--- config.mk ---
export PLATFORM = sky130hd
export DESIGN_NAME = alu_unit
export DESIGN_NICKNAME = d
export VERILOG_FILES = /design/src/verilog/core_pkg.sv /design/src/verilog/alu_unit.sv
export SDC_FILE = /design/constraint.sdc
export NUM_CORES = 1
export LEC_CHECK = 0
export BUFFER_PORTS_ARGS = -buffer_cell sky130_fd_sc_hd__buf_2
export CORE_MARGIN = 4
export CORE_UTILIZATION = 50
export DETAILED_ROUTE_END_ITERATION = 8
export GPL_ROUTABILITY_DRIVEN = 0
export HOLD_SLACK_MARGIN = 0.03
export PLACE_DENSITY = 0.7
export SETUP_SLACK_MARGIN = 0.1
export SYNTH_ARGS = -nofsm -noshare
export SYNTH_HDL_FRONTEND = slang
export SYNTH_SLANG_ARGS = --single-unit
--- constraint.sdc ---
create_clock -name clk -period 8.4 [get_ports clk]
set_input_delay 1.68 -clock clk [delete_from_list [all_inputs] [get_ports clk]]
set_output_delay 1.68 -clock clk [all_outputs]
set_load 0.01 [all_outputs]
--- src/verilog/core_pkg.sv ---
package core_pkg;

    localparam int XLEN = 32;
    localparam int TAG_W = 3;
    localparam int ROB_DEPTH = 1 << TAG_W;

    typedef logic [XLEN-1:0] word_t;
    typedef logic [TAG_W-1:0] tag_t;
    typedef logic [4:0] reg_addr_t;

    typedef enum logic {
        UNIT_ALU,
        UNIT_MULDIV
    } unit_e;

    typedef enum logic [2:0] {
        ALU_ADD,
        ALU_SUB,
        ALU_AND,
        ALU_OR,
        ALU_XOR,
        ALU_SLL,
        ALU_SRL,
        ALU_SLTU
    } alu_op_e;

    // all unsigned
    typedef enum logic [1:0] {
        MD_MUL,
        MD_MULHU,
        MD_DIVU,
        MD_REMU
    } muldiv_op_e;

    typedef struct packed {
        unit_e     unit;
        logic [2:0] op;     // muldiv uses [1:0]
        reg_addr_t rd;
        reg_addr_t rs1;
        reg_addr_t rs2;
        logic      use_imm;
        word_t     imm;
    } dispatch_t;

    typedef struct packed {
        logic  ready;
        tag_t  tag;     // producer while not ready
        word_t value;
    } operand_t;

    typedef struct packed {
        logic  valid;
        tag_t  tag;
        word_t value;
    } cdb_t;

    typedef struct packed {
        logic      valid;
        reg_addr_t rd;
        word_t     value;
    } commit_t;

endpackage

--- src/verilog/alu_unit.sv ---
`timescale 1ns/100ps

module alu_unit (
    input  logic              clk,
    input  logic              rst,
    input  logic              issue_valid,
    input  core_pkg::tag_t    issue_tag,
    input  core_pkg::word_t   issue_a,
    input  core_pkg::word_t   issue_b,
    input  core_pkg::alu_op_e issue_op,
    input  logic              result_grant,
    output logic              unit_ready,
    output logic              result_req,
    output core_pkg::tag_t    result_tag,
    output core_pkg::word_t   result_value
);
    import core_pkg::*;

    word_t res;

    always_comb begin
        case (issue_op)
            ALU_ADD:  res = issue_a + issue_b;
            ALU_SUB:  res = issue_a - issue_b;
            ALU_AND:  res = issue_a & issue_b;
            ALU_OR:   res = issue_a | issue_b;
            ALU_XOR:  res = issue_a ^ issue_b;
            ALU_SLL:  res = issue_a << issue_b[4:0];
            ALU_SRL:  res = issue_a >> issue_b[4:0];
            default:  res = word_t'(issue_a < issue_b); // sltu
        endcase
    end

    // free again in the cycle the bus takes the result
    assign unit_ready = !result_req || result_grant;

    always_ff @(posedge clk) begin
        if (rst) begin
            result_req <= 1'b0;
        end else if (issue_valid) begin
            result_req <= 1'b1;
        end else if (result_grant) begin
            result_req <= 1'b0;
        end
    end

    always_ff @(posedge clk) begin
        if (issue_valid) begin
            result_tag   <= issue_tag;
            result_value <= res;
        end
    end

endmodule

# ---- Yosys cells after proc, flatten, opt, wreduce, memory -nomap -nowiden
# Cells that the tools add are included.
dict set report totals {
  ff_bits 36
  inputBits 74
  output_inout_bits 37
  word_cells 24
}
dict set report classes {
  n_addsub 2
  order_cmp 1
  eq_ne 6
  shifts 2
  mux 3
  bitwise 3
  reduce_logical 4
}
# cell count
set op_table {}
lappend op_table {{one-hot mux 32 bit (7 select lines)} 1}
lappend op_table {{adder 32 bit} 1}
lappend op_table {{AND 32 bit} 1}
lappend op_table {{less-than comparator 32 bit} 1}
lappend op_table {{bitwise OR 32 bit} 1}
lappend op_table {{left shift 32 x 5 -> 32 bit} 1}
lappend op_table {{right shift 32 x 5 -> 32 bit} 1}
lappend op_table {{subtractor 32 bit} 1}
lappend op_table {{XOR 32 bit} 1}
lappend op_table {{== test 3 bit (second input constant)} 3}
lappend op_table {{== test 3 x 2 -> 1 bit (second input constant)} 2}
lappend op_table {{== test 3 x 1 -> 1 bit (second input constant)} 1}
lappend op_table {{zero test 3 bit} 1}
lappend op_table {{two-way mux 1 bit} 2}
lappend op_table {{nonzero test 2 bit} 1}
lappend op_table {{zero test 1 bit} 1}
lappend op_table {{logical OR 1 bit} 1}

# ---- Logic depth before layout (Yosys ltp)
dict set report logic_depth {
  ltp_word 2
  ltp_mapped 15
  ltp_nobuf 13
}

# ---- Worst setup path after synthesis
# Ideal clock, no wire load.
dict set report synth_path {
  kind {input-to-reg}
  start {input issue_b[2]}
  end {register result_value[22], data pin}
  setup_time_ns 0.261
  t_arrival_ns 4.984
  t_required_ns 8.139
  setup_slack_ns 3.155
  path_stages 15
  n_path_buf 4
  cell_sequence {clkbuf_1 > inv_2 > buf_1 > buf_1 > ha_1 > clkbuf_1 > nor2b_1 > o21ai_1 > a31oi_1 > o22ai_1 > o21a_1 > o31ai_1 > a21oi_1 > a221o_1 > a221o_1}
}
dict set report synth_between {
  elab_chain_cells 2
  elab_cells_between_ends 5
  classes_between {add/sub (2); shift (2); mux (1)}
}
# item line
set synth_rtl {}
lappend synth_rtl {{from (decl)} alu_unit.sv:9} ;# input core_pkg::word_t issue_b,
lappend synth_rtl {{subtractor 32 bit, or another cell as far along} alu_unit.sv:24} ;# ALU_SUB: res = issue_a - issue_b;
lappend synth_rtl {{one-hot mux 32 bit (7 select lines) (*)} alu_unit.sv:22} ;# case (issue_op)
lappend synth_rtl {{net res[22]} alu_unit.sv:19} ;# word_t res;
lappend synth_rtl {{to (signal assigned)} alu_unit.sv:50} ;# result_value <= res;
lappend synth_rtl {{to (decl)} alu_unit.sv:15} ;# output core_pkg::word_t result_value
# The timed path passes the listed nets; every way through them passes the cells marked *.
# A chain may end at the register's enable or synchronous reset.

# ---- Worst setup path in the final report
dict set report layout_path {
  start {input issue_b[1]}
  end {register result_value[22], data pin}
}
# Same word-level chain as after synthesis.

==> reports/results.txt <==
Fin Hold WS - 0.488 ns
CP required - 8.43 ns
drc violations - 0
Setup crit start kind - input pin
ys async rst share - 0
Achievable Freq - 184 MHz
worst-skew pair later-pin latency - 0.28 ns
Post-CTS Setup Bufs - 0
Synth Cell Area - 9590 um^2
Comb pwr share - 0.622
Initial DRC Count - 2,051
switching power of the nets - 532 uW
clk buf depth - 2
Post-synth EDFFs - 35
r2r setup slk - 7.82 ns
Worst Hold Class - register to register
R2R Path Start - result_req
number of cells on the worst reg-to-reg path - 2
Yosys Warn Count - 0
core box area - 18,800 um^2
hold endpoint - result_req
outcome - finished clean
sequential fraction of design power - 0.211
# diodes - 0
placed cells - 1,634
final core occ - 0.548
Num CTS Buffers - 5
hold path depth - 2
Routed WL - 37,800 um
post-CTS sizing - 0
total power - 1.10 mW
worst-path fanout max - 58
Max-Cap Viols - 0
die outline area - 21,500 um^2
Switching Share - 0.483
# hold bufs at CTS - 0
Sum Neg Setup Slack - 0 ns
slew at the pin closest to its max-slew limit - 0.973 ns
critical path data arrival time - 5.47 ns
FP Rows - 50
layout cells sized above 1 - 0.131
Lkg Pwr - 4.44 nW
Clock Skew - 0 ns
vias - 11,400
Cell variety after synth - 78
Post-Synthesis Mean Instance Area - 6.95 um^2
GRT Residual Overflow - 0
antenna viol nets, final - 0
Hold Path Origin - result_req
Die W - 146 um
Post-Syn Instances - 1,380
initial antenna violation count - 1
per-cell routed wire length - 23.0 um
CTS Root Buffer Type - clkbuf_16
dpl hpwl - 29,600 um
Clk pin slew, worst setup/hold paths - 0.06 ns
final hold vios - 0
worst slack, placed - 2.84 ns
synthesis-to-layout area growth - 7.27%
ys flop type - edfxtp_1
fill count - 1,882
gr usage total - 0.331
first-pass GRT wire length - 57,000 um
Post-Syn Nets - 1,562
Non-Filler Instances - 1,642
Ports - 111
Max Transition Viols Final - 0
Tcrit/Tclk final - 0.647
die height - 146 um
CTS tree - built
cell-internal power - 569 uW
RSZ-0062 raised after global routing - no
clock sink count - 36
clock power share - 0.167
Peak VDD IR - 0.0000700 V
Port-buffer cells - 110
post-route cell area - 10,300 um^2
commonest non-fill, non-tap cell in the layout - a21oi_1
sequential share of the synthesized area - 0.112
number of global-route vias before repair - 10,000
Setup WS post-layout - 2.97 ns
WS Path Type - input pin to register
Starting Density - 0.511
Period minus WS final - 5.43 ns
nets - 1,589
Synth Register Bits - 36
pwr/cell area - 107 nW/um^2
vias per cell - 6.91
element type at the critical path end - register
largest net degree at the start of global routing - 82
Crit Reg-Reg Endpoint - result_req
DP Area - 10,100 um^2
Final Setup Violations - 0
H-tree Lvls - 2
most frequent cells in the layout - a21oi_1, nor2_1, buf_2
drt first pass iters - 8
relative slew slack - 0.351
## critical path: stages
cell	delay, ns
buf_2	0.08
buf_4	0.50
inv_2	0.38
fa_1	0.54
nor2b_1	0.16
o21ai_1	0.26
a31oi_1	0.12
o22ai_1	0.62
o21a_1	0.27
o31ai_1	0.11
a21oi_1	0.23
o221ai_1	0.14
a221o_1	0.34
## layout make-up
class	instances	area, um^2	area share
repair buffers	123	651	0.0633
inverters	109	409	0.0398
well taps	234	293	0.0285
clock inverters	3	18.8	0.00182
clock buffers	5	125	0.0122
multi-input cells	1132	7720	0.750
flip-flops and latches	36	1070	0.104
## layer usage
| layer | track usage | vias to the layer above | part of all wire |
|---|---|---|---|
| li1 | - | 5141 | - |
| met1 | 0.472 | 5203 | 0.40 |
| met2 | 0.491 | 878 | 0.41 |
| met3 | 0.0847 | 129 | 0.15 |
| met4 | 0.102 | 2 | 0.038 |
| met5 | 0 | - | 0.00034 |
## flip-flops by register name, indices dropped and copies added, names as in the netlist
register / flops
result_tag: 3
result_value: 32
result_req: 1
## power by group through the flow
stage	clock network, mW	logic [mW]	registers [mW]
floorplan	0	0.428	0.250
CTS	0.184	0.654	0.233
global route	0.191	0.729	0.235
global placement	0	0.646	0.236
finish	0.183	0.685	0.233
detailed placement	0	0.651	0.237
## worst max path at each step
stage                  endpoint  depth (start not counted)  startpoint  slack (ns)
4_1_cts        result_value[23]                         13  issue_b[1]        3.10
3_3_place_gp   result_value[23]                         13  issue_b[1]        2.86
3_5_place_dp   result_value[23]                         13  issue_b[1]        2.84
2_1_floorplan  result_value[22]                         15  issue_b[2]        3.16
5_1_grt        result_value[23]                         13  issue_b[1]        2.75
6_report       result_value[22]                         13  issue_b[1]        2.97
## cell families after synthesis
group	Yosys count	synth area share
adders and majority gates	108	0.142
muxes	82	0.109
and+or+nand+nor	406	0.189
xor gates and xnor gates	15	0.0137
DFF	36	0.112
AOI/OAI and AO/OA	521	0.350
buffers and inverters	212	0.0844
## cells in the mapped netlist (all sizes together), types with 6 or more instances
master,number,area share
a211oi,39,0.031
a21o,19,0.015
a21oi,175,0.091
a221oi,13,0.012
a222oi,12,0.013
a31oi,16,0.012
and2,9,0.0059
buf,32,0.014
clkbuf,71,0.028
edfxtp,35,0.11
ha,106,0.14
inv,109,0.043
mux2,16,0.019
mux2i,50,0.052
mux4,16,0.038
nand2,98,0.038
nand2b,15,0.0098
nand3,23,0.012
nand4,14,0.0091
nor2,171,0.067
nor2b,7,0.0046
nor3,33,0.017
nor4,7,0.0046
o2111ai,6,0.0055
o211ai,22,0.017
o21a,10,0.0078
o21ai,99,0.052
o21bai,12,0.0094
o221ai,6,0.0055
o22ai,17,0.011
o31ai,15,0.012
or2,6,0.0039
or3,10,0.0065
xnor2,13,0.012
(Power assumes the default switching activity.)
