[config.mk]
export PLATFORM = sky130hd
export DESIGN_NAME = cdb_arbiter
export DESIGN_NICKNAME = d
export VERILOG_FILES = /design/src/verilog/core_pkg.sv /design/src/verilog/cdb_arbiter.sv
export SDC_FILE = /design/constraint.sdc
export NUM_CORES = 1
export LEC_CHECK = 0
export BUFFER_PORTS_ARGS = -buffer_cell sky130_fd_sc_hd__buf_2
export CAP_MARGIN = 20
export CORE_ASPECT_RATIO = 1.25
export CORE_UTILIZATION = 27
export DETAILED_ROUTE_END_ITERATION = 6
export PLACE_DENSITY = 0.87
export SLEW_MARGIN = 20
export SYNTH_ARGS = -nofsm -noshare
export SYNTH_HDL_FRONTEND = slang
export SYNTH_SLANG_ARGS = --single-unit
export TNS_END_PERCENT = 20
[constraint.sdc]
create_clock -name vclk -period 0.8
set_input_delay 0.04 -clock vclk [all_inputs]
set_output_delay 0.04 -clock vclk [all_outputs]
set_load 0.05 [all_outputs]
[src/verilog/core_pkg.sv]
package core_pkg;

    localparam int XLEN = 32;
    localparam int TAG_W = 3;
    localparam int ROB_DEPTH = 1 << TAG_W;

    typedef logic [XLEN-1:0] word_t;
    typedef logic [TAG_W-1:0] tag_t;
    typedef logic [4:0] reg_addr_t;

    typedef enum logic {
        UNIT_ALU,
        UNIT_MULDIV
    } unit_e;

    typedef enum logic [2:0] {
        ALU_ADD,
        ALU_SUB,
        ALU_AND,
        ALU_OR,
        ALU_XOR,
        ALU_SLL,
        ALU_SRL,
        ALU_SLTU
    } alu_op_e;

    // all unsigned
    typedef enum logic [1:0] {
        MD_MUL,
        MD_MULHU,
        MD_DIVU,
        MD_REMU
    } muldiv_op_e;

    typedef struct packed {
        unit_e     unit;
        logic [2:0] op;     // muldiv uses [1:0]
        reg_addr_t rd;
        reg_addr_t rs1;
        reg_addr_t rs2;
        logic      use_imm;
        word_t     imm;
    } dispatch_t;

    typedef struct packed {
        logic  ready;
        tag_t  tag;     // producer while not ready
        word_t value;
    } operand_t;

    typedef struct packed {
        logic  valid;
        tag_t  tag;
        word_t value;
    } cdb_t;

    typedef struct packed {
        logic      valid;
        reg_addr_t rd;
        word_t     value;
    } commit_t;

endpackage

[src/verilog/cdb_arbiter.sv]
`timescale 1ns/100ps

module cdb_arbiter (
    input  logic            alu_req,
    input  core_pkg::tag_t  alu_tag,
    input  core_pkg::word_t alu_value,
    input  logic            muldiv_req,
    input  core_pkg::tag_t  muldiv_tag,
    input  core_pkg::word_t muldiv_value,
    output logic            alu_grant,
    output logic            muldiv_grant,
    output core_pkg::cdb_t  cdb
);
    import core_pkg::*;

    // long ops first, the ALU holds its result meanwhile
    assign muldiv_grant = muldiv_req;
    assign alu_grant    = alu_req && !muldiv_req;

    always_comb begin
        cdb.valid = alu_req || muldiv_req;
        if (muldiv_req) begin
            cdb.tag   = muldiv_tag;
            cdb.value = muldiv_value;
        end else begin
            cdb.tag   = alu_tag;
            cdb.value = alu_value;
        end
    end

endmodule

Word level (Yosys, flattened, before mapping). Index checks and enable logic that the tools add are counted.

Output and inout bits: 38. Bits in registers: 0. Word-level logic and storage cells: 4.

Reductions and logical operators: 3. Multiplexer cells: 1.

Operator list (number): 35-bit 2-to-1 mux (1); 1-bit logical AND (1); 1-bit zero test (1); 1-bit logical OR (1).

Longest topological paths before layout. Gate-level depths: netlist of run 1.

Depth in word-level cells: 2. Mapped depth: 3. Gate-level depth less buffers: 1.

Least setup slack after synthesis of run 1. No wires, ideal clock.

Path kind: input-to-output. From: input port muldiv_req. To: output port alu_grant. Required time: 0.760 ns. Path slack: -0.256 ns. Stages: 3. Path buffers: 2. Data arrival time: 1.016 ns. Path through: buf_6 buf_12 nor2b_1.

Word-level cells in the longest chain between the ends: 2.

Ends and longest elaborated chain: start: declaration (line cdb_arbiter.sv:7) `input logic muldiv_req,`; 1-bit zero test (line cdb_arbiter.sv:18) `assign alu_grant = alu_req && !muldiv_req;`; 1-bit logical AND (line cdb_arbiter.sv:18); end: declaration (line cdb_arbiter.sv:10) `output logic alu_grant,`.

No other way between the ends.

==> flow_metrics.tcl, run 1 <==
set metrics [dict create \
    fin_nets 228 \
    synthCells 42 \
    fillers 150 \
    fin_tns_setup_ps -718 \
    switchingPower_mw 0.771 \
    vdd_drop_max_uv 552 \
    worst_setup_path_end_kind "output port" \
    post-place-cells 169 \
    hold_buffers 0 \
    place.gp.congestion 0.658 \
    start_util_pct 29.1 \
    firstDrtPassIters 5 \
    slew-limit-headroom_pct 83.4 \
    grt_remaining_overflow 0 \
    met2_usage_pct 42.5 \
    slew_viol_final 0 \
    grt_max_degree 11 \
    use_met3_pct 2.31 \
    period_needed_ps 838 \
    hold_end "cdb[35]" \
    yosysTopAreaCell "mux2_4" \
    setup.worst_path.start_class "primary input" \
    drive_gt1_share_pct 100 \
    status "finished, violations left" \
    diodes 0 \
    grt_usage_pct 18.1 \
    synthDistinctLibCells 7 \
    synth-seq-area-share_pct 0 \
    worstPathRequired_ps 760 \
    ys_warn_count 0 \
    arrival_ps 800 \
    p_int_mw 0.693 \
    grt.met1_usage_pct 16.5 \
    register_area_sq_um 0 \
    synthTopCellsByArea "mux2_4 (71%), mux2_2 (13%), buf_12 (10%)" \
    synth.net_count 114 \
    dieArea_sq_mm 0.00238 \
    antenna_found_initial 0 \
    totalWireLength_mm 2.61 \
    vias 796 \
    clkPwrFrac_pct 0 \
    synth_area_sq_um 591 \
    seq_cell_count 0 \
    grt_pass1_wl_mm 3.22 \
    num_rows 18 \
    worst_pin_slew_ps 250 \
    vias_per_cell 4.57 \
    setup_ws_ps -38.2 \
    grt_pass1_vias 747 \
    drv_cap 0 \
    hold_class "primary input to output port" \
    synth_top_area_share_pct 71.2 \
    portBuffers 110 \
    crit_type "primary input to output port" \
    fin_crit_sh_pct 105 \
    p_leak_nw 0.879 \
    sequentialPowerShare_pct 0 \
    hp-start "alu_req" \
    ant_nets 0 \
    p_per_area_mw_per_mm2 957 \
    busiest_layer "met2" \
    max_freq_ghz 1.19 \
    switching_share_pct 52.7 \
    area_growth_pct 159 \
    rsz0062_at_grt "true" \
    fin_cells 174 \
    clock_buffer_count 0 \
    dpl.hpwl_mm 1.82 \
    pin_count 110 \
    hold-path-cell-count 3 \
    crit_fanout 8 \
    coreArea_sq_mm 0.00203 \
    setup_viol 35 \
    combPwrFrac_pct 100.0 \
    drtIter0Drc 13 \
    cts_setup_buffers 0 \
    hold_violations 0 \
    failed_checks "DRC, setup timing" \
    die_y_microns 54.3 \
    wl_per_cell_microns 15.0 \
    synth_area_per_cell_sq_um 14.1 \
    die_w_microns 43.8 \
    drc 7 \
]
[power groups by stage]
stage	clock network (mW)	logic, mW	registers [mW]
2_1_floorplan	0	0.859	0
3_3_place_gp	0	1.12	0
3_5_place_dp	0	1.14	0
4_1_cts	0	1.41	0
5_1_grt	0	1.51	0
6_report	0	1.46	0
[logic make-up (layout without fill, tap and decap cells)]
| family | count (synthesis) | count (layout) | share of synthesized area (%) |
|---|---|---|---|
| AND/OR/NAND/NOR | 2 | 2 | 2.12 |
| multiplexers | 35 | 35 | 84.5 |
| buffers and inverters | 5 | 117 | 13.3 |
[worst max-delay path by stage]
stage          startpoint   endpoint  depth (start not counted)
6_report       muldiv_req    cdb[26]                          4
2_1_floorplan  muldiv_req  alu_grant                          3
5_1_grt        muldiv_req    cdb[26]                          4
4_1_cts        muldiv_req    cdb[34]                          4
3_3_place_gp   muldiv_req    cdb[21]                          4
3_5_place_dp   muldiv_req    cdb[11]                          4
[placed cells by master (no fill, tap or decap), drive strengths merged]
cell / count
or2: 1
clkbuf: 2
nor2b: 1
buf: 115
mux2: 35
[timing repair]
| item | 4_1_cts | 5_1_grt |
|---|---|---|
| endpoints found under the setup margin | 35 | 35 |
| resized for setup | 78 | 7 |
| pin swaps | 0 | 0 |
| cloned | 3 | 2 |
[worst max-delay path: stages]
cell and delay, ps:
buf_16 140, clkbuf_16 160, mux2_4 300, buf_6 150
[layer usage]
layer | vias up | wire length (microns)
li1 | 384 | -
met1 | 359 | 779
met2 | 53 | 1590
met3 | 0 | 238
met4 | 0 | 0
met5 | - | 0
[cell usage after synthesis, drive strengths merged]
| cell | instances |
|---|---|
| nor2b | 1 |
| mux2 | 35 |
| buf | 5 |
| or2 | 1 |
[area by class of cell]
| type | count | area (sq um) | area share (%) |
|---|---|---|---|
| repair buffers | 117 | 980 | 64.0 |
| multi-input cells | 37 | 526 | 34.3 |
| well taps | 20 | 25.0 | 1.64 |
[metrics by stage]
| stage | area [sq um] | utilization, % | worst slack, ps | power [mW] | hold slack [ps] |
|---|---|---|---|---|---|
| after global placement | 1130 | 55.7 | -145 | 1.12 | 498 |
| after CTS | 1450 | 71.5 | -42.3 | 1.41 | 413 |
| final | 1530 | 75.5 | -38.2 | 1.46 | 412 |
| after global routing | 1530 | 75.5 | -49.5 | 1.51 | 432 |
| after detailed placement | 1130 | 55.7 | -168 | 1.14 | 501 |
| after floorplan | 593 | - | 1.98 | 0.859 | 247 |
No activity file was read; power rests on OpenSTA's default activity.
==> run 2, diff against run 1 <==
--- a/config.mk
+++ b/config.mk
@@ -11,6 +11,7 @@
 export CORE_UTILIZATION = 27
 export DETAILED_ROUTE_END_ITERATION = 6
 export PLACE_DENSITY = 0.87
+export SETUP_SLACK_MARGIN = 0.15
 export SLEW_MARGIN = 20
 export SYNTH_ARGS = -nofsm -noshare
 export SYNTH_HDL_FRONTEND = slang
==> run 2 against run 1 <==
Net effect:
- the flow still finishes with violations (DRC, setup timing)
- global-route usage grew 2.7 points
- non-clock buffer count is the same
- clock-buffer cell count is the same
- utilization grew 2.1 points
- worst setup slack lost 2.3 ps
- combinational power grew 4%
- wire length grew 5.2%
- sequential share of layout area is the same
- cell count is the same
- critical path depth is the same
- worst hold slack gained 19 ps
==> flow_metrics.tcl, run 2 (synthesized netlist as in run 1, its figures left out) <==
set metrics [dict create \
    vdd_drop_max_uv 649 \
    arrival_ps 800 \
    critical_path_cell_count 4 \
    worst_pin_slew_ps 247 \
    fillers 132 \
    drc 7 \
    diodes 0 \
    p_per_area_mw_per_mm2 966 \
    grt_pass1_wl_mm 3.64 \
    p_leak_nw 0.906 \
    sequentialPowerShare_pct 0 \
    drive_gt1_share_pct 100 \
    p_int_mw 0.727 \
    hold_buffers 0 \
    vias_per_cell 4.62 \
    crit_type "primary input to output port" \
    final_common_cell "buf_2" \
    totalWireLength_mm 2.75 \
    drv_cap 0 \
    rsz0062_at_grt "true" \
    firstDrtPassIters 6 \
    use_met3_pct 1.98 \
    setup_viol 34 \
    seq_cell_count 0 \
    met2_usage_pct 47.5 \
    busiest_layer "met2" \
    ant_nets 0 \
    setup_ws_ps -40.5 \
    vias 804 \
    mostFrequentLayoutCells "buf_2 (72), mux2_4 (35), buf_6 (27)" \
    drtIter0Drc 12 \
    worstPathRequired_ps 760 \
    num_rows 18 \
    antenna_found_initial 0 \
    fin_crit_sh_pct 105 \
    coreArea_sq_mm 0.00203 \
    setup.worst_path.start_class "primary input" \
    die_w_microns 43.8 \
    slew_viol_final 0 \
    clock_buffer_count 0 \
    fin_hold_ws_ps 431 \
    status "finished, violations left" \
    register_area_sq_um 0 \
    area_growth_pct 166 \
    switching_share_pct 52.1 \
    failed_checks "DRC, setup timing" \
    crit_path_frequent_cell "buf_16" \
    grt_remaining_overflow 0 \
    grt_max_degree 8 \
    dpl.hpwl_mm 1.81 \
    cp_slowest_stage_delay_ps 310 \
    combPwrFrac_pct 100.0 \
    portBuffers 110 \
    clkPwrFrac_pct 0 \
    postLayoutCoreUtil_pct 77.6 \
    dieArea_sq_mm 0.00238 \
    timing.critical_path.max_delay_family "buffers and inverters" \
    grt_pass1_vias 801 \
    grt_usage_pct 20.8 \
    startpoint "muldiv_req" \
    pin_count 110 \
    cp_num_buf_inv 3 \
    start_util_pct 29.1 \
    p_total_mw 1.52 \
    cp-endpoint "cdb[22]" \
    worst_setup_path_end_kind "output port" \
    cts_setup_buffers 0 \
    hold_class "primary input to output port" \
    grt.met1_usage_pct 19.4 \
    switchingPower_mw 0.792 \
    max_freq_ghz 1.19 \
    die_y_microns 54.3 \
    place.gp.congestion 0.642 \
    slowest_stage "mux2_4" \
    hold_violations 0 \
    period_needed_ps 840 \
    crit_chain "buf_16, buf_16, mux2_4, buf_6" \
    fin_nets 228 \
    wl_per_cell_microns 15.8 \
    crit_fanout 7 \
    slew-limit-headroom_pct 83.6 \
]
==> run 2: cell types whose count changed in the layout (fill, tap and decap cells not counted), sizes merged <==
cell and delta:
buf +2, clkbuf -2
==> run 2: layout make-up <==
type	instances	area (sq um)	area share [%]
repair buffers	117	1000	63.6
multi-input cells	37	548	34.8
well taps	20	25.0	1.59
==> run 2: timing repair <==
action                                  4_1_cts  5_1_grt
cloned                                        4        0
resized for setup                           103        0
endpoints found under the setup margin       38       37
==> run 2: metrics by stage <==
stage	area, sq um	setup TNS (ps)	setup slack (ps)	std cells
4_1_cts	1570	-537	-27.5	174
5_1_grt	1570	-938	-43.7	174
3_5_place_dp	1130	-5080	-177	170
6_report	1570	-556	-40.5	174
2_1_floorplan	609	0	75.2	42
3_3_place_gp	1130	-4470	-144	170
==> run 2: worst min-delay path by stage <==
stage	start	to	slack [ps]	depth (start not counted)
global route	alu_req	cdb[35]	440	3
global placement	alu_req	alu_grant	490	3
floorplan	alu_req	alu_grant	240	1
detailed placement	alu_req	alu_grant	500	3
finish	alu_req	cdb[35]	430	3
CTS	alu_req	cdb[35]	430	3
==> run 2: power by group through the flow <==
stage / combinational [mW] / clock (mW) / sequential, mW
after global routing: 1.57 / 0 / 0
after global placement: 1.12 / 0 / 0
after detailed placement: 1.14 / 0 / 0
final: 1.52 / 0 / 0
after CTS: 1.51 / 0 / 0
after floorplan: 0.869 / 0 / 0
==> run 2: metal layers <==
metal	wire, microns	part of all wire, %
met3	210	7.6
met1	825	30
met4	46	1.7
met2	1670	61
met5	0	0
