[src/verilog/core_pkg.sv]
package core_pkg;

    localparam int XLEN = 32;
    localparam int TAG_W = 3;
    localparam int ROB_DEPTH = 1 << TAG_W;

    typedef logic [XLEN-1:0] word_t;
    typedef logic [TAG_W-1:0] tag_t;
    typedef logic [4:0] reg_addr_t;

    typedef enum logic {
        UNIT_ALU,
        UNIT_MULDIV
    } unit_e;

    typedef enum logic [2:0] {
        ALU_ADD,
        ALU_SUB,
        ALU_AND,
        ALU_OR,
        ALU_XOR,
        ALU_SLL,
        ALU_SRL,
        ALU_SLTU
    } alu_op_e;

    // all unsigned
    typedef enum logic [1:0] {
        MD_MUL,
        MD_MULHU,
        MD_DIVU,
        MD_REMU
    } muldiv_op_e;

    typedef struct packed {
        unit_e     unit;
        logic [2:0] op;     // muldiv uses [1:0]
        reg_addr_t rd;
        reg_addr_t rs1;
        reg_addr_t rs2;
        logic      use_imm;
        word_t     imm;
    } dispatch_t;

    typedef struct packed {
        logic  ready;
        tag_t  tag;     // producer while not ready
        word_t value;
    } operand_t;

    typedef struct packed {
        logic  valid;
        tag_t  tag;
        word_t value;
    } cdb_t;

    typedef struct packed {
        logic      valid;
        reg_addr_t rd;
        word_t     value;
    } commit_t;

endpackage

[src/verilog/muldiv_unit.sv]
`timescale 1ns/100ps

module muldiv_unit (
    input  logic                 clk,
    input  logic                 rst,
    input  logic                 issue_valid,
    input  core_pkg::tag_t       issue_tag,
    input  core_pkg::word_t      issue_a,
    input  core_pkg::word_t      issue_b,
    input  core_pkg::muldiv_op_e issue_op,
    input  logic                 result_grant,
    output logic                 unit_ready,
    output logic                 result_req,
    output core_pkg::tag_t       result_tag,
    output core_pkg::word_t      result_value
);
    import core_pkg::*;

    muldiv_op_e  op_q;
    logic        busy;
    logic [5:0]  step;
    word_t       hi;     // upper product / remainder
    word_t       lo;     // lower product / quotient
    word_t       mcand;  // multiplicand or divisor
    logic [32:0] mul_sum;
    logic [32:0] div_shift;
    logic [33:0] div_diff;
    logic        is_div;

    assign is_div    = op_q inside {MD_DIVU, MD_REMU};
    assign mul_sum   = {1'b0, hi} + (lo[0] ? {1'b0, mcand} : 33'd0);
    assign div_shift = {hi, lo[31]};
    assign div_diff  = {1'b0, div_shift} - {2'b0, mcand};

    assign unit_ready = !busy && (!result_req || result_grant);

    always_ff @(posedge clk) begin
        if (rst) begin
            busy       <= 1'b0;
            step       <= '0;
            result_req <= 1'b0;
        end else begin
            if (result_grant) begin
                result_req <= 1'b0;
            end
            if (issue_valid) begin
                busy <= 1'b1;
                step <= '0;
            end else if (busy && step == 6'd32) begin
                busy       <= 1'b0;
                result_req <= 1'b1;
            end else if (busy) begin
                step <= step + 1'b1;
            end
        end
    end

    always_ff @(posedge clk) begin
        if (issue_valid) begin
            op_q       <= issue_op;
            result_tag <= issue_tag;
            hi         <= '0;
            lo         <= issue_op[1] ? issue_a : issue_b;
            mcand      <= issue_op[1] ? issue_b : issue_a;
        end else if (busy && step != 6'd32) begin
            if (is_div) begin
                // restoring step; a zero divisor leaves all ones and the dividend
                hi <= div_diff[33] ? div_shift[31:0] : div_diff[31:0];
                lo <= {lo[30:0], !div_diff[33]};
            end else begin
                hi <= mul_sum[32:1];
                lo <= {mul_sum[0], lo[31:1]};
            end
        end
        if (busy && step == 6'd32) begin
            result_value <= (op_q == MD_MUL || op_q == MD_DIVU) ? lo : hi;
        end
    end

endmodule

[config.mk]
export PLATFORM = sky130hd
export DESIGN_NAME = muldiv_unit
export DESIGN_NICKNAME = d
export VERILOG_FILES = /design/src/verilog/core_pkg.sv /design/src/verilog/muldiv_unit.sv
export SDC_FILE = /design/constraint.sdc
export NUM_CORES = 1
export LEC_CHECK = 0
export BUFFER_PORTS_ARGS = -buffer_cell sky130_fd_sc_hd__buf_4
export CAP_MARGIN = 15
export CORE_ASPECT_RATIO = 0.75
export CORE_MARGIN = 5
export CORE_UTILIZATION = 57
export DETAILED_ROUTE_END_ITERATION = 8
export PLACE_DENSITY_LB_ADDON = 0.15
export RECOVER_POWER = 50
export SLEW_MARGIN = 20
export SYNTH_ARGS = -nofsm -noshare
export SYNTH_HDL_FRONTEND = slang
export SYNTH_SLANG_ARGS = --single-unit
[constraint.sdc]
create_clock -name clk -period 10.55 [get_ports clk]
set_input_delay 0.5275 -clock clk [delete_from_list [all_inputs] [get_ports clk]]
set_output_delay 0.5275 -clock clk [all_outputs]
set_load 0.03 [all_outputs]
# [Word-level counts from Yosys, hierarchy flattened]
# Index checks and enable logic that the tools add are counted.
[classes] eq_ne=4 n_bitwise=1 n_reduce_logical=14 n_mux=14 add_sub_neg=3
[op_table] cell="32-bit 2-to-1 mux" count=9
[op_table] cell="33-bit by 32-bit subtractor with 34-bit output" count=1
[op_table] cell="32-bit by 32-bit adder with 33-bit output" count=1
[op_table] cell="6-bit by 1-bit adder with 6-bit output, second input constant" count=1
[op_table] cell="6-bit == test, second input constant" count=1
[op_table] cell="6-bit != test, second input constant" count=1
[op_table] cell="2-bit nonzero test" count=3
[op_table] cell="1-bit 2-to-1 mux" count=5
[op_table] cell="2-bit == test, second input constant" count=2
[op_table] cell="1-bit logical AND" count=3
[op_table] cell="1-bit zero test" count=3
[op_table] cell="2-bit zero test" count=1
[op_table] cell="1-bit logical OR" count=2
[op_table] cell="2-bit AND reduction" count=1
[op_table] cell="2-bit OR reduction" count=1
[op_table] cell="1-bit NOT" count=1
[totals] output_inout_bits=37 in_bits=73 wordCells=45 regBits=141

# [Depth between registers and ports, before layout]
# Gate-level depths: netlist of run 1.
[logic_depth] depth_word=5 ltp_mapped=14 mapped_depth_nobuf=13

# [Worst setup path after synthesis of run 1]
# No wires, ideal clock.
[synth_timing] path_kind="register -> register" startpoint="register lo[0]" endpoint="register hi[25]" stages_incl_launch_ff=14 arrival_time_ps=3252 path_slack_ps=7208 t_required_ps=10459 period_less_slack_ps=3342 path_buffers=1 setup_ps=91 cell_sequence="edfxtp_1 clkbuf_1 and2_1 ha_1 fa_1 a211oi_2 o21ai_1 a22oi_2 a2111oi_2 or4_1 a31o_2 and3_1 mux2i_1 a311oi_1"
[synth_between] elab_chain_cells=3
[synth_rtl] element="from (decl)" line_no="muldiv_unit.sv:23" text="word_t lo;"
[synth_rtl] element="from (signal assigned)" line_no="muldiv_unit.sv:63" text="lo <= issue_op[1] ? issue_a : issue_b;"
[synth_rtl] element="from (signal assigned)" line_no="muldiv_unit.sv:69" text="lo <= {lo[30:0], !div_diff[33]};"
[synth_rtl] element="from (signal assigned)" line_no="muldiv_unit.sv:72" text="lo <= {mul_sum[0], lo[31:1]};"
[synth_rtl] element="32-bit 2-to-1 mux" line_no="muldiv_unit.sv:31" text="assign mul_sum = {1'b0, hi} + (lo[0] ? {1'b0, mcand} : 33'd0);"
[synth_rtl] element="32-bit by 32-bit adder with 33-bit output" line_no="muldiv_unit.sv:31"
[synth_rtl] element="32-bit 2-to-1 mux" line_no="muldiv_unit.sv:66" text="if (is_div) begin"
[synth_rtl] element="to (signal assigned)" line_no="muldiv_unit.sv:68" text="hi <= div_diff[33] ? div_shift[31:0] : div_diff[31:0];"
[synth_rtl] element="to (signal assigned)" line_no="muldiv_unit.sv:71" text="hi <= mul_sum[32:1];"
[synth_rtl] element="to (decl)" line_no="muldiv_unit.sv:22" text="word_t hi;"
# No other way between the ends.
# A chain may end at the register's enable or synchronous reset.

# [Worst setup path in the final report of run 1]
[layout_timing] startpoint="input port issue_valid" endpoint="register lo[0], data pin"
[layout_between] elab_chain_cells=1
[layout_rtl] element="from (decl)" line_no="muldiv_unit.sv:6" text="input logic issue_valid,"
[layout_rtl] element="32-bit 2-to-1 mux" line_no="muldiv_unit.sv:59" text="if (issue_valid) begin"
# No other way between the ends.

==> results of run 1 <==
-- cells by family after synthesis --
family / count (synthesis)
and+or+nand+nor: 325
muxes: 113
xor gates and xnor gates: 47
buffers and inverters: 106
adders and majority gates: 68
DFF: 141
AOI/OAI and AO/OA: 334
-- synth_stat cells (4+ instances only) --
| cell | instances | area (um^2) |
|---|---|---|
| a21oi_1 | 109 | 546 |
| edfxtp_1 | 101 | 3030 |
| nand2_1 | 77 | 289 |
| nor2_1 | 73 | 274 |
| ha_1 | 66 | 826 |
| mux2_2 | 65 | 732 |
| inv_1 | 51 | 191 |
| a211oi_1 | 48 | 360 |
| o21ai_0 | 45 | 225 |
| dfxtp_1 | 40 | 801 |
| mux2i_1 | 40 | 400 |
| clkbuf_1 | 39 | 146 |
| and2_1 | 38 | 238 |
| nor2b_1 | 37 | 231 |
| nor3_1 | 28 | 140 |
| xor2_1 | 24 | 210 |
| xnor2_1 | 23 | 201 |
| a21o_1 | 18 | 135 |
| nand3_1 | 17 | 85.1 |
| nand2b_1 | 14 | 87.6 |
| o211ai_1 | 12 | 90.1 |
| o21ai_1 | 10 | 50.1 |
| nand4_1 | 9 | 56.3 |
| and3_1 | 8 | 50.1 |
| buf_1 | 8 | 30.0 |
| mux2_1 | 8 | 90.1 |
| o21a_1 | 8 | 60.1 |
| o21bai_1 | 8 | 60.1 |
| or2_2 | 7 | 43.8 |
| a21boi_0 | 6 | 45.0 |
| a31oi_1 | 6 | 37.5 |
| o22ai_1 | 6 | 37.5 |
| o31ai_1 | 6 | 45.0 |
| or3_1 | 5 | 31.3 |
| a311oi_1 | 4 | 35.0 |
| a31o_2 | 4 | 35.0 |
| a32o_1 | 4 | 40.0 |
-- final cells by class --
class / count / area, um^2 / share of cell area, %
multi-input cells: 887 / 6350 / 52.8
flip-flops and latches: 141 / 3830 / 31.9
repair buffers: 120 / 751 / 6.24
clock buffers: 17 / 425 / 3.54
well taps: 247 / 309 / 2.57
inverters: 51 / 191 / 1.59
clock inverters: 15 / 170 / 1.41
-- per-layer routing --
metal	wire length (um)	track usage [%]	vias up	part of all wire [%]
met2	11500	36.3	571	37
met4	360	6.06	2	1.1
met5	13	0	-	0.041
met3	3980	8.11	35	13
met1	15400	48.5	4418	49
li1	-	-	4396	-
-- worst min path at each step --
stage,start,to,depth (start not counted)
finish,rst,busy,2
global route,rst,busy,2
CTS,issue_op[0],op_q[0],1
detailed placement,step[5],step[5],2
global placement,step[5],step[5],2
floorplan,step[5],step[5],2
-- worst max-delay path, delay by kind of cell --
family,cells,cell delay [ns]
buf+inv,2,4.50
compound gates,2,1.09
-- power groups by stage --
stage          registers [uW]  logic (uW)  clock network (uW)
2_1_floorplan             680         369                   0
3_3_place_gp              703         490                   0
3_5_place_dp              704         493                   0
4_1_cts                   692         499                 625
5_1_grt                   699         559                 651
6_report                  697         511                 622
-- through the flow --
stage               instances  utilization [%]
floorplan                1134                -
global placement         1446             63.0
detailed placement       1446             63.0
CTS                      1478             66.2
global route             1478             65.4
finish                   1478             65.4
-- state kept, by name, summed over array words and instances, names as in the netlist --
name,count
busy,1
hi,32
lo,32
mcand,32
op_q,2
result_req,1
result_tag,3
result_value,32
step,6
==> results.tsv, run 1 <==
stage	metric	value	unit
setup_path	Crit. End Element	flip-flop	
grt	wire length of the first global-routing pass	48800	um
final_layout	number of antenna diodes	0	
setup_path	termination of the worst setup path	lo[0]	
power_and_ir_drop	maximum VDD drop	0.103	mV
yosys	count of mapped cells out of synthesis	1134	
status	result of the run	finished with violations	
power_and_ir_drop	combinational group share of total power	28.0	%
setup_path	Worst setup SP type	input pin	
grt	antenna violations before repair	1	
clocking	CTS Hold Bufs	0	
final_layout	synthesis-to-layout area growth	13.6	%
power_and_ir_drop	clock network fraction of design power	34.0	%
setup_path	most frequent cell on the critical path	clkbuf_1	
power_and_ir_drop	total power of the final layout	1830	uW
yosys	number of flops mapped to enable cells by yosys	101	
status	failing checks	max-capacitance violations, max-slew violations	
setup_path	slack of the worst reg-to-reg path	6.93	ns
yosys	mapped cell area	0.0106	mm^2
clocking	clock tree root driver cell	clkbuf_16	
sta	endpoints failing hold	0	
detailed_routing	Detail Route Antenna Nets	0	
sta	Final Hold Slack	0.259	ns
min_path	worst hold path type	input pin to flip-flop	
detailed_routing	average wire per cell in the routed design	21.2	um
detailed_routing	number of iterations in the first detailed-routing pass	6	
yosys	share of flip-flops with an asynchronous set or reset after synthesis	0	%
setup_path	critical path start-end classification	input pin to flip-flop	
final_layout	leading cell types in the layout, fill and taps excluded	a21oi_1, edfxtp_1, nand2_1, buf_4, nor2_1	
final_layout	Layout Nets	1359	
sta	setup repair after global routing missed its margin	false	
floorplanning	Core Footprint	0.0184	mm^2
power_and_ir_drop	total power per unit cell area	152	mW/mm^2
placed_design	instance area at placement	0.0116	mm^2
final_layout	leading cell type in the layout, fill and taps excluded	a21oi_1	
final_layout	number of inserted filler cells in the final layout	1518	
sta	fmax	0.167	GHz
clocking	Reg clk slew, reported paths	0.07	ns
setup_path	worst-case reg-to-reg path depth	12	
setup_path	Crit Reg-Reg Endpoint	hi[25]	
setup_path	cell with the largest stage delay on the worst path	clkbuf_1	
yosys	synthesized-area fraction occupied by adder cells	8.17	%
sta	time the final worst path needs with I/O delays and setup	5.99	ns
placed_design	count of buffers from port buffering	109	
power_and_ir_drop	switching share of power	34.6	%
grt	number of global-route vias before repair	8569	
sta	slew margin rel.	-193	%
floorplanning	area enclosed by the die boundary	0.0214	mm^2
final_layout	final standard cell area without fillers	0.0120	mm^2
floorplanning	Initial Util	57.6	%
floorplanning	die height	128	um
clocking	post_cts resized	0	
yosys	sequential element share of the synthesized area	36.2	%
setup_path	required time of the critical path	10.72	ns
clocking	CTS tree	yes	
run	Maximum Capacitance Violations	4	
power_and_ir_drop	internal cell power	1200	uW
setup_path	data arrival time of the critical path	6.16	ns
grt	Total GRT Usage	29.1	%
sta	slew at the pin closest to its max-slew limit	4.40	ns
yosys	fraction of the mapped netlist area in compound gates	21.0	%
yosys	xor and xnor fraction of the mapped netlist area	3.88	%
yosys	main combinational cell family by area after synthesis	compound AO/OA/AOI/OAI gates	
yosys	Ys Warns	0	
yosys	register bit total from synthesis	141	
yosys	fraction of synthesized area in multiplexers	11.5	%
detailed_routing	detailed-route via count	9422	
clocking	maximum level of the CTS H-tree	4	
power_and_ir_drop	leakage power	0.00493	uW
final_layout	share of cells above drive strength 1	15.3	%
floorplanning	number of placed I/O pins	110	
placed_design	routability cong.	1.01	
clocking	clock latency on the worst-skew pair	0.44	ns
setup_path	critical register-to-register path startpoint	lo[0]	
sta	Max Slew Vio Count	235	
yosys	simple-gate area share of the yosys netlist	15.3	%
clocking	TritonCTS buffer count	17	
floorplanning	die extent in x	167	um
placed_design	Post-Place Worst Slack	7.12	ns
power_and_ir_drop	relative contribution of sequential cells to total power	38.1	%
yosys	Post-Synthesis Mean Instance Area	9.35	um^2
setup_path	CP max stage delay	3.17	ns
grt	sum of overflow across all layers after global routing	0	
detailed_routing	iteration-0 DRC count of the detailed router	1148	
detailed_routing	remaining routing DRC violations	0	
yosys	Primary FF master, synth	edfxtp_1	
yosys	number of nets in the synthesized netlist	1275	
detailed_routing	Vias/cell	6.37	
power_and_ir_drop	Sw Pwr	633	uW
grt	maximum number of pins on one net before global-route repair	97	
setup_path	origin of the worst setup path	issue_valid	
floorplanning	num rows	43	
sta	fin worst setup slack	4.56	ns
yosys	number of library cell types mapped by synthesis	78	
detailed_routing	wirelength, routed	31300	um
clocking	sinks on the clock net	141	
placed_design	detailed placement HPWL	22900	um
sta	setup TNS after final layout	0	ns
sta	clock tree skew after final layout	0.0119	ns
setup_path	highest net fanout along the worst path	96	
sta	Final Setup Violations	0	
sta	share of the clock period used by the worst path after layout	56.8	%
clocking	Post-CTS Setup Bufs	0	
setup_path	sequence of cells on the critical path	clkbuf_1 > clkbuf_1 > o211ai_1 > o21ai_0	
clocking	CTS max path bufs	2	
Power figures use the tool's default switching activity.
==> run 2: changes to the inputs <==
--- a/config.mk
+++ b/config.mk
@@ -9,7 +9,7 @@
 export CAP_MARGIN = 15
 export CORE_ASPECT_RATIO = 0.75
 export CORE_MARGIN = 5
-export CORE_UTILIZATION = 57
+export CORE_UTILIZATION = 55
 export DETAILED_ROUTE_END_ITERATION = 8
 export PLACE_DENSITY_LB_ADDON = 0.15
 export RECOVER_POWER = 50
==> constraint.sdc (replaced) <==
create_clock -name clk -period 5.1 [get_ports clk]
set_input_delay 0.255 -clock clk [delete_from_list [all_inputs] [get_ports clk]]
set_output_delay 0.255 -clock clk [all_outputs]
set_load 0.03 [all_outputs]
==> run 2 against run 1 <==
The flow still finishes with violations (max-capacitance violations, max-slew violations). Cell area up 0.41%. Core utilization down 2.3 points. Count of clock-buffer cells in the layout unchanged. Combinational power up 110%. Largest cell class unchanged.
==> results.tsv, run 2 (synthesized netlist as in run 1, its figures left out) <==
stage	metric	value	unit	change
status	result of the run	finished with violations		unchanged
status	failing checks	max-capacitance violations, max-slew violations		unchanged
detailed_routing	number of iterations in the first detailed-routing pass	6		unchanged
floorplanning	Initial Util	55.3	%	was 57.6%
floorplanning	area enclosed by the die boundary	0.0222	mm^2	was 0.0214 mm^2
clocking	Post-CTS Setup Bufs	0		unchanged
power_and_ir_drop	maximum VDD drop	0.184	mV	was 0.103 mV
sta	fin worst setup slack	0.899	ns	was 4.56 ns
floorplanning	num rows	44		was 43
sta	slew margin rel.	-164	%	was -193%
clocking	TritonCTS buffer count	17		unchanged
final_layout	Layout Nets	1366		was 1359
placed_design	detailed placement HPWL	22800	um	was 22900 um
floorplanning	die extent in x	170	um	was 167 um
setup_path	critical path start-end classification	input pin to flip-flop		unchanged
grt	wire length of the first global-routing pass	49100	um	was 48800 um
setup_path	critical register-to-register path startpoint	hi[0]		was lo[0]
final_layout	synthesis-to-layout area growth	14.0	%	was 13.6%
placed_design	routability cong.	0.963		was 1.01
clocking	maximum level of the CTS H-tree	4		unchanged
clocking	post_cts resized	0		unchanged
sta	clock tree skew after final layout	0.0156	ns	was 0.0119 ns
clocking	sinks on the clock net	141		unchanged
detailed_routing	remaining routing DRC violations	0		unchanged
floorplanning	Core Footprint	0.0192	mm^2	was 0.0184 mm^2
floorplanning	number of placed I/O pins	110		unchanged
detailed_routing	Detail Route Antenna Nets	0		unchanged
sta	time the final worst path needs with I/O delays and setup	4.20	ns	
grt	number of global-route vias before repair	8593		was 8569
grt	Total GRT Usage	28.6	%	was 29.1%
clocking	CTS tree	yes		unchanged
floorplanning	die height	130	um	was 128 um
placed_design	Post-Place Worst Slack	1.44	ns	was 7.12 ns
power_and_ir_drop	total power per unit cell area	310	mW/mm^2	was 152 mW/mm^2
sta	slew at the pin closest to its max-slew limit	3.95	ns	was 4.40 ns
power_and_ir_drop	leakage power	0.00495	uW	was 0.00493 uW
final_layout	number of inserted filler cells in the final layout	1672		was 1518
setup_path	slack of the worst reg-to-reg path	1.32	ns	was 6.93 ns
detailed_routing	Vias/cell	6.27		was 6.37
sta	share of the clock period used by the worst path after layout	82.4	%	
clocking	clock tree root driver cell	clkbuf_16		unchanged
setup_path	Worst setup SP type	input pin		unchanged
sta	Max Slew Vio Count	235		unchanged
run	Maximum Capacitance Violations	4		unchanged
setup_path	Crit Reg-Reg Endpoint	hi[12]		was hi[25]
grt	sum of overflow across all layers after global routing	0		unchanged
setup_path	worst-case reg-to-reg path depth	11		was 12
setup_path	highest net fanout along the worst path	74		was 96
clocking	clock latency on the worst-skew pair	0.44	ns	about the same
final_layout	share of cells above drive strength 1	14.7	%	was 15.3%
sta	setup repair after global routing missed its margin	false		unchanged
detailed_routing	detailed-route via count	9343		was 9422
sta	setup TNS after final layout	0	ns	unchanged
final_layout	number of antenna diodes	0		unchanged
sta	Final Setup Violations	0		unchanged
clocking	CTS Hold Bufs	5		was 0
sta	fmax	0.238	GHz	
sta	endpoints failing hold	0		unchanged
final_layout	leading cell type in the layout, fill and taps excluded	a21oi_1		unchanged
setup_path	required time of the critical path	5.16	ns	was 10.72 ns
setup_path	data arrival time of the critical path	4.26	ns	was 6.16 ns
final_layout	leading cell types in the layout, fill and taps excluded	a21oi_1, edfxtp_1, nand2_1, buf_4, nor2_1		unchanged
grt	antenna violations before repair	1		unchanged
setup_path	origin of the worst setup path	issue_valid		unchanged
setup_path	termination of the worst setup path	lo[0]		unchanged
min_path	worst hold path type	input pin to flip-flop		unchanged
detailed_routing	average wire per cell in the routed design	21.2	um	about the same
clocking	CTS max path bufs	2		unchanged
detailed_routing	wirelength, routed	31600	um	was 31300 um
detailed_routing	iteration-0 DRC count of the detailed router	1104		was 1148
placed_design	count of buffers from port buffering	109		unchanged
setup_path	Crit. End Element	flip-flop		unchanged
clocking	Reg clk slew, reported paths	0.06	ns	was 0.07 ns
grt	maximum number of pins on one net before global-route repair	75		was 97
==> run 2: worst max-delay path, cell delays in order <==
cell,delay [ns]
clkbuf_1,2.06
clkbuf_2,1.43
o21ai_0,0.47
==> run 2: worst min path at each step <==
stage,start,to,slack [ns],cells past startpoint
after detailed placement,issue_tag[1],result_tag[1],0.43,1
after floorplan,rst,result_req,0.32,1
after global placement,issue_op[0],op_q[0],0.43,1
final,result_grant,result_req,0.11,3
after global routing,result_grant,result_req,0.13,3
after CTS,result_grant,result_req,0.1,3
==> run 2: stage by stage <==
stage	util, %	area, um^2	std cells	hold slack, ns	total power (uW)
global route	63.1	12100	1490	0.128	3920
floorplan	-	10600	1134	0.324	2170
global placement	60.6	11600	1454	0.433	2470
finish	63.1	12100	1490	0.110	3740
CTS	63.9	12200	1490	0.0990	3730
detailed placement	60.6	11600	1454	0.435	2480
==> run 2: where the power goes <==
part / internal [uW] / switching [uW]
combinational: 442 / 616
sequential: 1330 / 100
clock: 690 / 562
total: 2470 / 1280
==> run 2: cell type report <==
type,instances,area (um^2),area share (%)
Clock buffer,17,425,3.52
Clock inverter,14,149,1.23
Inverter,51,191,1.58
Multi-Input combinational cell,887,6350,52.6
Sequential cell,141,3830,31.7
Tap cell,253,317,2.62
Timing Repair Buffer,127,813,6.73
==> run 2: per-layer routing <==
layer | part of all wire [%] | track usage, % | vias to the layer above
li1 | - | - | 4400
met1 | 50 | 48.0 | 4435
met2 | 38 | 36.8 | 474
met3 | 11 | 5.72 | 32
met4 | 1.2 | 5.96 | 2
met5 | 0.11 | 0 | -
